--- src/logic/riscv_pkg.sv ---
package riscv_pkg;

  // basic widths
  typedef logic [31:0] addr_t;
  typedef logic [31:0] data_t;
  typedef logic [4:0]  reg_idx_t;

  // major opcodes, rv32i base encoding
  localparam logic [6:0] op_lui    = 7'b0110111;
  localparam logic [6:0] op_jal    = 7'b1101111;
  localparam logic [6:0] op_branch = 7'b1100011;
  localparam logic [6:0] op_load   = 7'b0000011;
  localparam logic [6:0] op_store  = 7'b0100011;
  localparam logic [6:0] op_imm    = 7'b0010011;
  localparam logic [6:0] op_reg    = 7'b0110011;

  // alu operations
  // pass_b forwards operand b, used by lui
  typedef enum logic [3:0] {
    alu_add,
    alu_sub,
    alu_and,
    alu_or,
    alu_xor,
    alu_slt,
    alu_sll,
    alu_srl,
    alu_sra,
    alu_pass_b
  } alu_op_t;

  // load/store access size
  typedef enum logic [1:0] {
    mem_byte,
    mem_byte_u,
    mem_word
  } mem_size_t;

  // all-zero payloads below are bubbles

  // fetch -> decode
  typedef struct packed {
    addr_t pc;
    data_t instr;
  } if_to_id_t;

  // decode -> execute
  typedef struct packed {
    addr_t     pc;
    data_t     rs1_val;
    data_t     rs2_val;
    data_t     imm;
    reg_idx_t  rd;
    alu_op_t   alu_op;
    mem_size_t mem_size;
    logic      alu_src_imm;
    logic      reg_write;
    logic      mem_read;
    logic      mem_write;
    logic      branch;
    logic      branch_ne;
    logic      jump;
  } id_to_ex_t;

  // execute -> memory
  typedef struct packed {
    data_t     alu_result;
    data_t     store_data;
    reg_idx_t  rd;
    mem_size_t mem_size;
    logic      reg_write;
    logic      mem_read;
    logic      mem_write;
  } ex_to_mem_t;

  // memory -> writeback
  typedef struct packed {
    data_t    result;
    reg_idx_t rd;
    logic     reg_write;
  } mem_to_wb_t;

endpackage

--- src/logic/pipe_reg.sv ---
module pipe_reg #(
  parameter type payload_t = logic
) (
  input  logic     clk,
  input  logic     reset,
  input  logic     stall,
  input  logic     flush,
  input  payload_t d,
  output payload_t q
);

  // priority: reset, flush, hold
  // reset and flush both load a bubble
  always_ff @(posedge clk) begin
    if (reset) begin
      q <= '0;
    end else if (flush) begin
      q <= '0;
    end else if (!stall) begin
      q <= d;
    end
  end

endmodule

--- src/logic/fetch_stage.sv ---
module fetch_stage
  import riscv_pkg::*;
#(
  parameter addr_t reset_vector = '0
) (
  input  logic      clk,
  input  logic      reset,
  input  logic      stall,
  input  logic      redirect,
  input  addr_t     redirect_pc,
  output addr_t     imem_address,
  input  data_t     imem_read_data,
  output if_to_id_t if_to_id
);

  addr_t pc;

  // redirect wins over stall
  always_ff @(posedge clk) begin
    if (reset) begin
      pc <= reset_vector;
    end else if (redirect) begin
      pc <= redirect_pc;
    end else if (!stall) begin
      pc <= pc + 32'd4;
    end
  end

  // rom reads combinationally
  assign imem_address = pc;

  // pc travels with its word
  assign if_to_id.pc    = pc;
  assign if_to_id.instr = imem_read_data;

endmodule

--- src/logic/decode_stage.sv ---
module decode_stage
  import riscv_pkg::*;
(
  input  logic      clk,
  input  logic      reset,
  input  if_to_id_t if_to_id,
  input  data_t     wb_result,
  input  reg_idx_t  wb_rd,
  input  logic      wb_write,
  output reg_idx_t  rs1,
  output reg_idx_t  rs2,
  output logic      rs1_used,
  output logic      rs2_used,
  output id_to_ex_t id_to_ex
);

  data_t     instr;
  data_t     regs [32];
  data_t     rs1_val;
  data_t     rs2_val;
  data_t     imm_i, imm_s, imm_b, imm_j, imm_u;
  logic [2:0] funct3;
  logic       funct7_alt;
  id_to_ex_t  dec;
  logic       valid;
  logic       use_rs1;
  logic       use_rs2;

  assign instr      = if_to_id.instr;
  assign funct3     = instr[14:12];
  // bit 30 picks sub and sra
  assign funct7_alt = instr[30];

  assign rs1 = instr[19:15];
  assign rs2 = instr[24:20];

  // immediates, all sign extended from bit 31
  assign imm_i = {{20{instr[31]}}, instr[31:20]};
  assign imm_s = {{20{instr[31]}}, instr[31:25], instr[11:7]};
  assign imm_b = {{19{instr[31]}}, instr[31], instr[7], instr[30:25], instr[11:8], 1'b0};
  assign imm_j = {{11{instr[31]}}, instr[31], instr[19:12], instr[20], instr[30:21], 1'b0};
  assign imm_u = {instr[31:12], 12'b0};

  // register file write port, x0 never written
  always_ff @(posedge clk) begin
    if (reset) begin
      for (int i = 0; i < 32; i++) begin
        regs[i] <= '0;
      end
    end else if (wb_write && (wb_rd != '0)) begin
      regs[wb_rd] <= wb_result;
    end
  end

  // read ports see a same-cycle write
  assign rs1_val = (rs1 == '0) ? '0 :
                   (wb_write && (wb_rd == rs1)) ? wb_result : regs[rs1];
  assign rs2_val = (rs2 == '0) ? '0 :
                   (wb_write && (wb_rd == rs2)) ? wb_result : regs[rs2];

  always_comb begin
    dec         = '0;
    valid       = 1'b1;
    use_rs1     = 1'b0;
    use_rs2     = 1'b0;
    dec.pc      = if_to_id.pc;
    dec.rs1_val = rs1_val;
    dec.rs2_val = rs2_val;
    dec.rd      = instr[11:7];
    dec.alu_op  = alu_add;
    unique case (instr[6:0])
      op_lui: begin
        dec.imm         = imm_u;
        dec.alu_src_imm = 1'b1;
        dec.alu_op      = alu_pass_b;
        dec.reg_write   = 1'b1;
      end
      op_jal: begin
        // link value formed in execute
        dec.imm       = imm_j;
        dec.jump      = 1'b1;
        dec.reg_write = 1'b1;
      end
      op_branch: begin
        dec.imm       = imm_b;
        dec.branch    = 1'b1;
        dec.branch_ne = funct3[0];
        use_rs1       = 1'b1;
        use_rs2       = 1'b1;
        // only beq and bne
        valid         = (funct3 == 3'b000) || (funct3 == 3'b001);
      end
      op_load: begin
        dec.imm         = imm_i;
        dec.alu_src_imm = 1'b1;
        dec.mem_read    = 1'b1;
        dec.reg_write   = 1'b1;
        use_rs1         = 1'b1;
        unique case (funct3)
          3'b000:  dec.mem_size = mem_byte;
          3'b100:  dec.mem_size = mem_byte_u;
          3'b010:  dec.mem_size = mem_word;
          default: valid = 1'b0;
        endcase
      end
      op_store: begin
        dec.imm         = imm_s;
        dec.alu_src_imm = 1'b1;
        dec.mem_write   = 1'b1;
        use_rs1         = 1'b1;
        use_rs2         = 1'b1;
        unique case (funct3)
          3'b000:  dec.mem_size = mem_byte;
          3'b010:  dec.mem_size = mem_word;
          default: valid = 1'b0;
        endcase
      end
      op_imm: begin
        dec.imm         = imm_i;
        dec.alu_src_imm = 1'b1;
        dec.reg_write   = 1'b1;
        use_rs1         = 1'b1;
        unique case (funct3)
          3'b000:  dec.alu_op = alu_add;
          3'b010:  dec.alu_op = alu_slt;
          3'b100:  dec.alu_op = alu_xor;
          3'b110:  dec.alu_op = alu_or;
          3'b111:  dec.alu_op = alu_and;
          // immediate shifts not supported
          default: valid = 1'b0;
        endcase
      end
      op_reg: begin
        dec.reg_write = 1'b1;
        use_rs1       = 1'b1;
        use_rs2       = 1'b1;
        unique case (funct3)
          3'b000:  dec.alu_op = funct7_alt ? alu_sub : alu_add;
          3'b001:  dec.alu_op = alu_sll;
          3'b010:  dec.alu_op = alu_slt;
          3'b100:  dec.alu_op = alu_xor;
          3'b101:  dec.alu_op = funct7_alt ? alu_sra : alu_srl;
          3'b110:  dec.alu_op = alu_or;
          3'b111:  dec.alu_op = alu_and;
          default: valid = 1'b0;
        endcase
      end
      default: valid = 1'b0;
    endcase
  end

  // unknown encodings turn into a bubble
  assign id_to_ex = valid ? dec : '0;
  assign rs1_used = valid & use_rs1;
  assign rs2_used = valid & use_rs2;

endmodule

--- src/logic/execute_stage.sv ---
module execute_stage
  import riscv_pkg::*;
(
  input  id_to_ex_t  id_to_ex,
  output logic       redirect,
  output addr_t      redirect_pc,
  output ex_to_mem_t ex_to_mem
);

  data_t      op_a;
  data_t      op_b;
  data_t      alu_out;
  logic [4:0] shamt;
  logic       equal;
  logic       taken;

  assign op_a  = id_to_ex.rs1_val;
  assign op_b  = id_to_ex.alu_src_imm ? id_to_ex.imm : id_to_ex.rs2_val;
  // shifts use the low five bits only
  assign shamt = op_b[4:0];

  always_comb begin
    unique case (id_to_ex.alu_op)
      alu_add:    alu_out = op_a + op_b;
      alu_sub:    alu_out = op_a - op_b;
      alu_and:    alu_out = op_a & op_b;
      alu_or:     alu_out = op_a | op_b;
      alu_xor:    alu_out = op_a ^ op_b;
      alu_slt:    alu_out = {31'b0, $signed(op_a) < $signed(op_b)};
      alu_sll:    alu_out = op_a << shamt;
      alu_srl:    alu_out = op_a >> shamt;
      alu_sra:    alu_out = $unsigned($signed(op_a) >>> shamt);
      alu_pass_b: alu_out = op_b;
      default:    alu_out = '0;
    endcase
  end

  // branch compare always on the two registers
  assign equal = (id_to_ex.rs1_val == id_to_ex.rs2_val);
  // bne inverts the sense of the compare
  assign taken = id_to_ex.branch & (equal ^ id_to_ex.branch_ne);

  // jal and branches share the pc-relative target
  assign redirect    = taken | id_to_ex.jump;
  assign redirect_pc = id_to_ex.pc + id_to_ex.imm;

  // jal writes the link address instead
  assign ex_to_mem.alu_result = id_to_ex.jump ? (id_to_ex.pc + 32'd4) : alu_out;
  assign ex_to_mem.store_data = id_to_ex.rs2_val;
  assign ex_to_mem.rd         = id_to_ex.rd;
  assign ex_to_mem.mem_size   = id_to_ex.mem_size;
  assign ex_to_mem.reg_write  = id_to_ex.reg_write;
  assign ex_to_mem.mem_read   = id_to_ex.mem_read;
  assign ex_to_mem.mem_write  = id_to_ex.mem_write;

endmodule

--- src/logic/memory_stage.sv ---
module memory_stage
  import riscv_pkg::*;
(
  input  ex_to_mem_t ex_to_mem,
  output addr_t      dmem_address,
  output data_t      dmem_write_data,
  output logic [3:0] dmem_write_enable,
  input  data_t      dmem_read_data,
  output mem_to_wb_t mem_to_wb
);

  logic [1:0] byte_off;
  logic [7:0] load_byte;
  data_t      load_value;
  logic       is_word;

  assign byte_off = ex_to_mem.alu_result[1:0];
  assign is_word  = (ex_to_mem.mem_size == mem_word);

  // word aligned, lanes pick the byte
  assign dmem_address = {ex_to_mem.alu_result[31:2], 2'b00};

  // byte store copies the byte to every lane
  assign dmem_write_data = is_word ? ex_to_mem.store_data : {4{ex_to_mem.store_data[7:0]}};

  always_comb begin
    if (!ex_to_mem.mem_write) begin
      dmem_write_enable = 4'b0000;
    end else if (is_word) begin
      dmem_write_enable = 4'b1111;
    end else begin
      dmem_write_enable = 4'b0001 << byte_off;
    end
  end

  // select the addressed byte lane
  assign load_byte = dmem_read_data[8*byte_off +: 8];

  always_comb begin
    unique case (ex_to_mem.mem_size)
      mem_byte:   load_value = {{24{load_byte[7]}}, load_byte};
      mem_byte_u: load_value = {24'b0, load_byte};
      default:    load_value = dmem_read_data;
    endcase
  end

  // final result leaves here, writeback only writes it
  assign mem_to_wb.result    = ex_to_mem.mem_read ? load_value : ex_to_mem.alu_result;
  assign mem_to_wb.rd        = ex_to_mem.rd;
  assign mem_to_wb.reg_write = ex_to_mem.reg_write;

endmodule

--- src/logic/hazard_unit.sv ---
module hazard_unit
  import riscv_pkg::*;
(
  input  reg_idx_t rs1,
  input  reg_idx_t rs2,
  input  logic     rs1_used,
  input  logic     rs2_used,
  input  reg_idx_t ex_rd,
  input  reg_idx_t mem_rd,
  input  logic     ex_reg_write,
  input  logic     mem_reg_write,
  input  logic     redirect,
  output logic     stall_front,
  output logic     flush_if_id,
  output logic     flush_id_ex
);

  logic rs1_hit;
  logic rs2_hit;
  logic raw;

  // x0 is never a real dependence
  // writeback stage not checked, regfile bypass covers it
  assign rs1_hit = rs1_used && (rs1 != '0) &&
                   ((ex_reg_write && (ex_rd == rs1)) || (mem_reg_write && (mem_rd == rs1)));
  assign rs2_hit = rs2_used && (rs2 != '0) &&
                   ((ex_reg_write && (ex_rd == rs2)) || (mem_reg_write && (mem_rd == rs2)));
  assign raw     = rs1_hit | rs2_hit;

  // redirect kills the stalled instruction anyway
  assign stall_front = raw & ~redirect;

  // bubble into execute on a stall or a taken redirect
  assign flush_id_ex = raw | redirect;
  assign flush_if_id = redirect;

endmodule

--- src/logic/riscv_pipelined.sv ---
module riscv_pipelined
  import riscv_pkg::*;
#(
  parameter addr_t reset_vector = '0
) (
  input  logic       clk,
  input  logic       reset,
  output addr_t      imem_address,
  input  data_t      imem_read_data,
  output addr_t      dmem_address,
  output data_t      dmem_write_data,
  output logic [3:0] dmem_write_enable,
  input  data_t      dmem_read_data
);

  // stage outputs and register outputs
  if_to_id_t  if_to_id_d, if_to_id_q;
  id_to_ex_t  id_to_ex_d, id_to_ex_q;
  ex_to_mem_t ex_to_mem_d, ex_to_mem_q;
  mem_to_wb_t mem_to_wb_d, mem_to_wb_q;

  // hazard wiring
  reg_idx_t rs1, rs2;
  logic     rs1_used, rs2_used;
  logic     stall_front;
  logic     flush_if_id;
  logic     flush_id_ex;

  // redirect from execute
  logic     redirect;
  addr_t    redirect_pc;

  fetch_stage #(
    .reset_vector (reset_vector)
  ) fetch_i (
    .clk            (clk),
    .reset          (reset),
    .stall          (stall_front),
    .redirect       (redirect),
    .redirect_pc    (redirect_pc),
    .imem_address   (imem_address),
    .imem_read_data (imem_read_data),
    .if_to_id       (if_to_id_d)
  );

  pipe_reg #(.payload_t(if_to_id_t)) if_id_reg (
    .clk   (clk),
    .reset (reset),
    .stall (stall_front),
    .flush (flush_if_id),
    .d     (if_to_id_d),
    .q     (if_to_id_q)
  );

  // writeback enters through the decode write port
  decode_stage decode_i (
    .clk       (clk),
    .reset     (reset),
    .if_to_id  (if_to_id_q),
    .wb_result (mem_to_wb_q.result),
    .wb_rd     (mem_to_wb_q.rd),
    .wb_write  (mem_to_wb_q.reg_write),
    .rs1       (rs1),
    .rs2       (rs2),
    .rs1_used  (rs1_used),
    .rs2_used  (rs2_used),
    .id_to_ex  (id_to_ex_d)
  );

  pipe_reg #(.payload_t(id_to_ex_t)) id_ex_reg (
    .clk   (clk),
    .reset (reset),
    .stall (1'b0),
    .flush (flush_id_ex),
    .d     (id_to_ex_d),
    .q     (id_to_ex_q)
  );

  execute_stage execute_i (
    .id_to_ex    (id_to_ex_q),
    .redirect    (redirect),
    .redirect_pc (redirect_pc),
    .ex_to_mem   (ex_to_mem_d)
  );

  // back half never stalls
  pipe_reg #(.payload_t(ex_to_mem_t)) ex_mem_reg (
    .clk   (clk),
    .reset (reset),
    .stall (1'b0),
    .flush (1'b0),
    .d     (ex_to_mem_d),
    .q     (ex_to_mem_q)
  );

  memory_stage memory_i (
    .ex_to_mem         (ex_to_mem_q),
    .dmem_address      (dmem_address),
    .dmem_write_data   (dmem_write_data),
    .dmem_write_enable (dmem_write_enable),
    .dmem_read_data    (dmem_read_data),
    .mem_to_wb         (mem_to_wb_d)
  );

  pipe_reg #(.payload_t(mem_to_wb_t)) mem_wb_reg (
    .clk   (clk),
    .reset (reset),
    .stall (1'b0),
    .flush (1'b0),
    .d     (mem_to_wb_d),
    .q     (mem_to_wb_q)
  );

  // sources checked against execute and memory destinations
  hazard_unit hazard_i (
    .rs1           (rs1),
    .rs2           (rs2),
    .rs1_used      (rs1_used),
    .rs2_used      (rs2_used),
    .ex_rd         (id_to_ex_q.rd),
    .mem_rd        (ex_to_mem_q.rd),
    .ex_reg_write  (id_to_ex_q.reg_write),
    .mem_reg_write (ex_to_mem_q.reg_write),
    .redirect      (redirect),
    .stall_front   (stall_front),
    .flush_if_id   (flush_if_id),
    .flush_id_ex   (flush_id_ex)
  );

endmodule

--- config.mk ---
export PLATFORM = sky130hd
export DESIGN_NAME = riscv_pipelined
export DESIGN_NICKNAME = d
export VERILOG_FILES = /design/src/logic/riscv_pkg.sv /design/src/logic/pipe_reg.sv /design/src/logic/fetch_stage.sv /design/src/logic/decode_stage.sv /design/src/logic/execute_stage.sv /design/src/logic/memory_stage.sv /design/src/logic/hazard_unit.sv /design/src/logic/riscv_pipelined.sv
export SDC_FILE = /design/constraint.sdc
export NUM_CORES = 2
export LEC_CHECK = 0
export BUFFER_PORTS_ARGS = -buffer_cell sky130_fd_sc_hd__buf_2
export CELL_PAD_IN_SITES_DETAIL_PLACEMENT = 0
export CELL_PAD_IN_SITES_GLOBAL_PLACEMENT = 1
export CORE_MARGIN = 4
export CORE_UTILIZATION = 40
export DETAILED_ROUTE_END_ITERATION = 7
export GPL_TIMING_DRIVEN = 1
export PLACE_DENSITY_LB_ADDON = 0.1
export SYNTH_ARGS = -nofsm -noshare
export SYNTH_HDL_FRONTEND = slang
export SYNTH_SLANG_ARGS = --single-unit
--- constraint.sdc ---
create_clock -name clk -period 9.3 [get_ports clk]
set_clock_uncertainty 0.2 [all_clocks]
set_input_delay 2.325 -clock clk [delete_from_list [all_inputs] [get_ports clk]]
set_output_delay 2.325 -clock clk [all_outputs]
set_load 0.02 [all_outputs]
==> results.json <==
{
  "powerDensity_nw_per_um2": 165,
  "initial_core_util": 0.403,
  "vias_per_cell": 6.05,
  "nFillCells": 17925,
  "place_area_um2": 82400,
  "synth_top_area_frac": 0.390,
  "ys_types": 87,
  "ys_async_sr_fraction": 0,
  "arrival_ps": 6210,
  "num_vias": 54169,
  "grt_overflow": 0,
  "met1_length_mm": 122,
  "first_pass_iters": 8,
  "portBuffers": 163,
  "hold_violations": 0,
  "drt_iter0_drc": 6212,
  "status": "complete, no violations",
  "grtUsageTotal": 0.302,
  "hpwl_mm": 204,
  "clk_latency_ps": 830,
  "power_leakage_nw": 31.3,
  "setup_violations": 0,
  "core_area_um2": 195000,
  "avgSynthCellArea_um2": 12.5,
  "synth_area_leader_cell": "edfxtp_1",
  "htree_levels": 4,
  "synth_ff_type": "edfxtp_1",
  "hold_depth": 1,
  "worstPathRequired_ps": 9810,
  "synth_edf_count": 1024,
  "clk_pin_slew_ps": 70,
  "io_pins": 166,
  "start_kind": "flip-flop",
  "final_layout_size_suffix_gt1_frac": 0.225,
  "cts.repair.resized": 0,
  "root_buffer": "clkbuf_16",
  "grt_pass1_vias": 54438,
  "wirelength_mm": 312,
  "setup_tns_ps": 0,
  "rsz0062_at_grt": "no",
  "cts_buffers": 159,
  "grt_pass1_wl_mm": 434,
  "met2_length_mm": 147,
  "synth.area.top_cells": "edfxtp_1 (39%), mux4_2 (19%), dfxtp_1 (9.0%), and2_1 (8.3%), mux2i_1 (2.8%)",
  "postCtsSetupBuffers": 0,
  "post-route-drc-count": 0,
  "critPathMaxFanout": 45,
  "ys_warn_count": 0,
  "post-route-cell-area_um2": 87600,
  "wl_met3_mm": 21.9,
  "synth_area_um2": 78800,
  "hold_class": "reg2reg",
  "clock.fmax_ghz": 0.175,
  "gp_congestion": 1.00,
  "r2r_cells": 15,
  "highest_layer": "met5",
  "die_w_um": 452,
  "multi_input_area_um2": 38800,
  "wl_per_cell_um": 34.9,
  "final.min_clock_period_ps": 5700,
  "rows": 162,
  "syn_inst": 6293,
  "max_slew.worst_pin.slew_ps": 1370,
  "vdd_drop_max_mv": 0.196,
  "num-nets-final": 6397,
  "syn_to_final_growth_pct": 11.1,
  "antenna_found_initial": 27,
  "crit_path_end_kind": "flip-flop",
  "ys_seq_area_frac": 0.480,
  "fin_crit_sh": 0.613,
  "cts_tree": "yes",
  "cts_hold_buf": 0,
  "die_y_um": 452,
  "final_core_util": 0.448,
  "seqCellArea_um2": 37900,
  "die-area_um2": 204000,
  "max_slew_margin": 0.0816,
  "grt_max_degree": 115,
  "drtAntennaViolNets": 0,
  "cts_num_sinks": 1378,
  "ys_seq_elements": 1378,
  "path_class": "reg2reg",
  "maxCapViolCount": 0,
  "slew_viol_final": 0,
  "clockBufferDepth": 3
}
-- layout make-up --
class | count | share of cell area
Sequential cell | 1378 | 0.433
Timing Repair Buffer | 322 | 0.0238
Multi-Input combinational cell | 4220 | 0.443
Tap cell | 2624 | 0.0375
Clock inverter | 73 | 0.00923
Inverter | 114 | 0.00490
Antenna cell | 13 | 0.000371
Clock buffer | 211 | 0.0489
-- cells in the mapped netlist (all sizes together), types with 10 or more instances --
cell,number
nand2,352
nand4,36
or2,11
and2,1049
o211ai,36
a22oi,14
o21bai,23
buf,152
a21o,38
xnor2,117
dfxtp,354
o31ai,12
nor2b,72
a311oi,10
o221ai,25
ha,133
mux4,663
clkbuf,462
nor2,310
o21a,12
and3,27
o21ai,164
nor3,86
a21oi,266
nand3,55
a21boi,12
nand2b,17
xor2,52
a221oi,19
a31oi,30
mux2i,226
nor4,15
inv,110
mux2,28
o22ai,31
edfxtp,1024
a222oi,13
or3,19
a211oi,117
-- cell usage in the layout (no fill, tap or decap), types with 84 or more instances in the layout --
master / n
inv_1: 109
nor2_1: 281
o21ai_0: 133
nand2_1: 346
and2_1: 1049
nor3_1: 84
ha_1: 133
a21oi_1: 265
mux4_2: 663
buf_4: 153
xnor2_1: 117
mux2i_1: 221
edfxtp_1: 1024
clkbuf_16: 161
buf_2: 162
dfxtp_1: 325
-- path summary, 6_finish.rpt --
check / startpoint / end / slack [ps]
min reg2reg: id_ex_reg.q[4]$_SDFF_PP0_ / ex_mem_reg.q[1]$_SDFF_PP0_ / 230
max: id_ex_reg.q[6]$_SDFF_PP0_ / ex_mem_reg.q[64]$_SDFF_PP0_ / 3600
min: id_ex_reg.q[4]$_SDFF_PP0_ / ex_mem_reg.q[1]$_SDFF_PP0_ / 230
max reg2reg: id_ex_reg.q[6]$_SDFF_PP0_ / ex_mem_reg.q[64]$_SDFF_PP0_ / 3600
-- cell families after synthesis --
group	synth area share
simple gates	0.144
flops	0.480
mux	0.222
compound gates	0.0752
buf+inv	0.0381
xor+xnor	0.0188
fa+ha+maj	0.0219
other cells	0.0000476
-- where the power goes --
part           total (mW)  switching, mW  internal, mW
Sequential           6.91          0.136          6.77
Clock                6.27           2.70          3.57
Combinational        1.24          0.731         0.510
Total                14.4           3.57          10.8
-- worst max-delay path, cell delays in order (launching register included) --
cell and delay [ps]:
dfxtp_2 450, buf_4 490, mux2i_4 330, buf_4 330, buf_4 520, ha_1 310, nor3b_1 190, nor3_1 100
a2111oi_0 760, buf_4 240, nor3_1 70, o31ai_1 760, a21boi_0 290, a21oi_1 250, mux2i_1 200, nand2_1 70
-- per-layer routing --
metal	global-route usage	vias up
met5	0	-
met4	0.181	4
met3	0.0556	575
met2	0.484	2275
met1	0.383	28014
li1	-	23301
-- through the flow --
step,total power [mW],std cells,worst slack [ps],hold WS (ps)
after floorplan,7.74,6326,3270,214
after global placement,8.26,8657,3610,234
after detailed placement,8.27,8657,3650,227
after CTS,14.5,8941,3660,230
after global routing,14.8,8944,3350,247
final,14.4,8955,3600,229
-- sequential cells by signal, summed over array words and instances (netlist names) --
signal / cells
if_id_reg.q: 64
ex_mem_reg.q: 74
decode_i.regs: 1024
fetch_i.imem_address: 32
id_ex_reg.q: 146
mem_wb_reg.q: 38
Note: power is estimated with default switching activity, not from simulation.
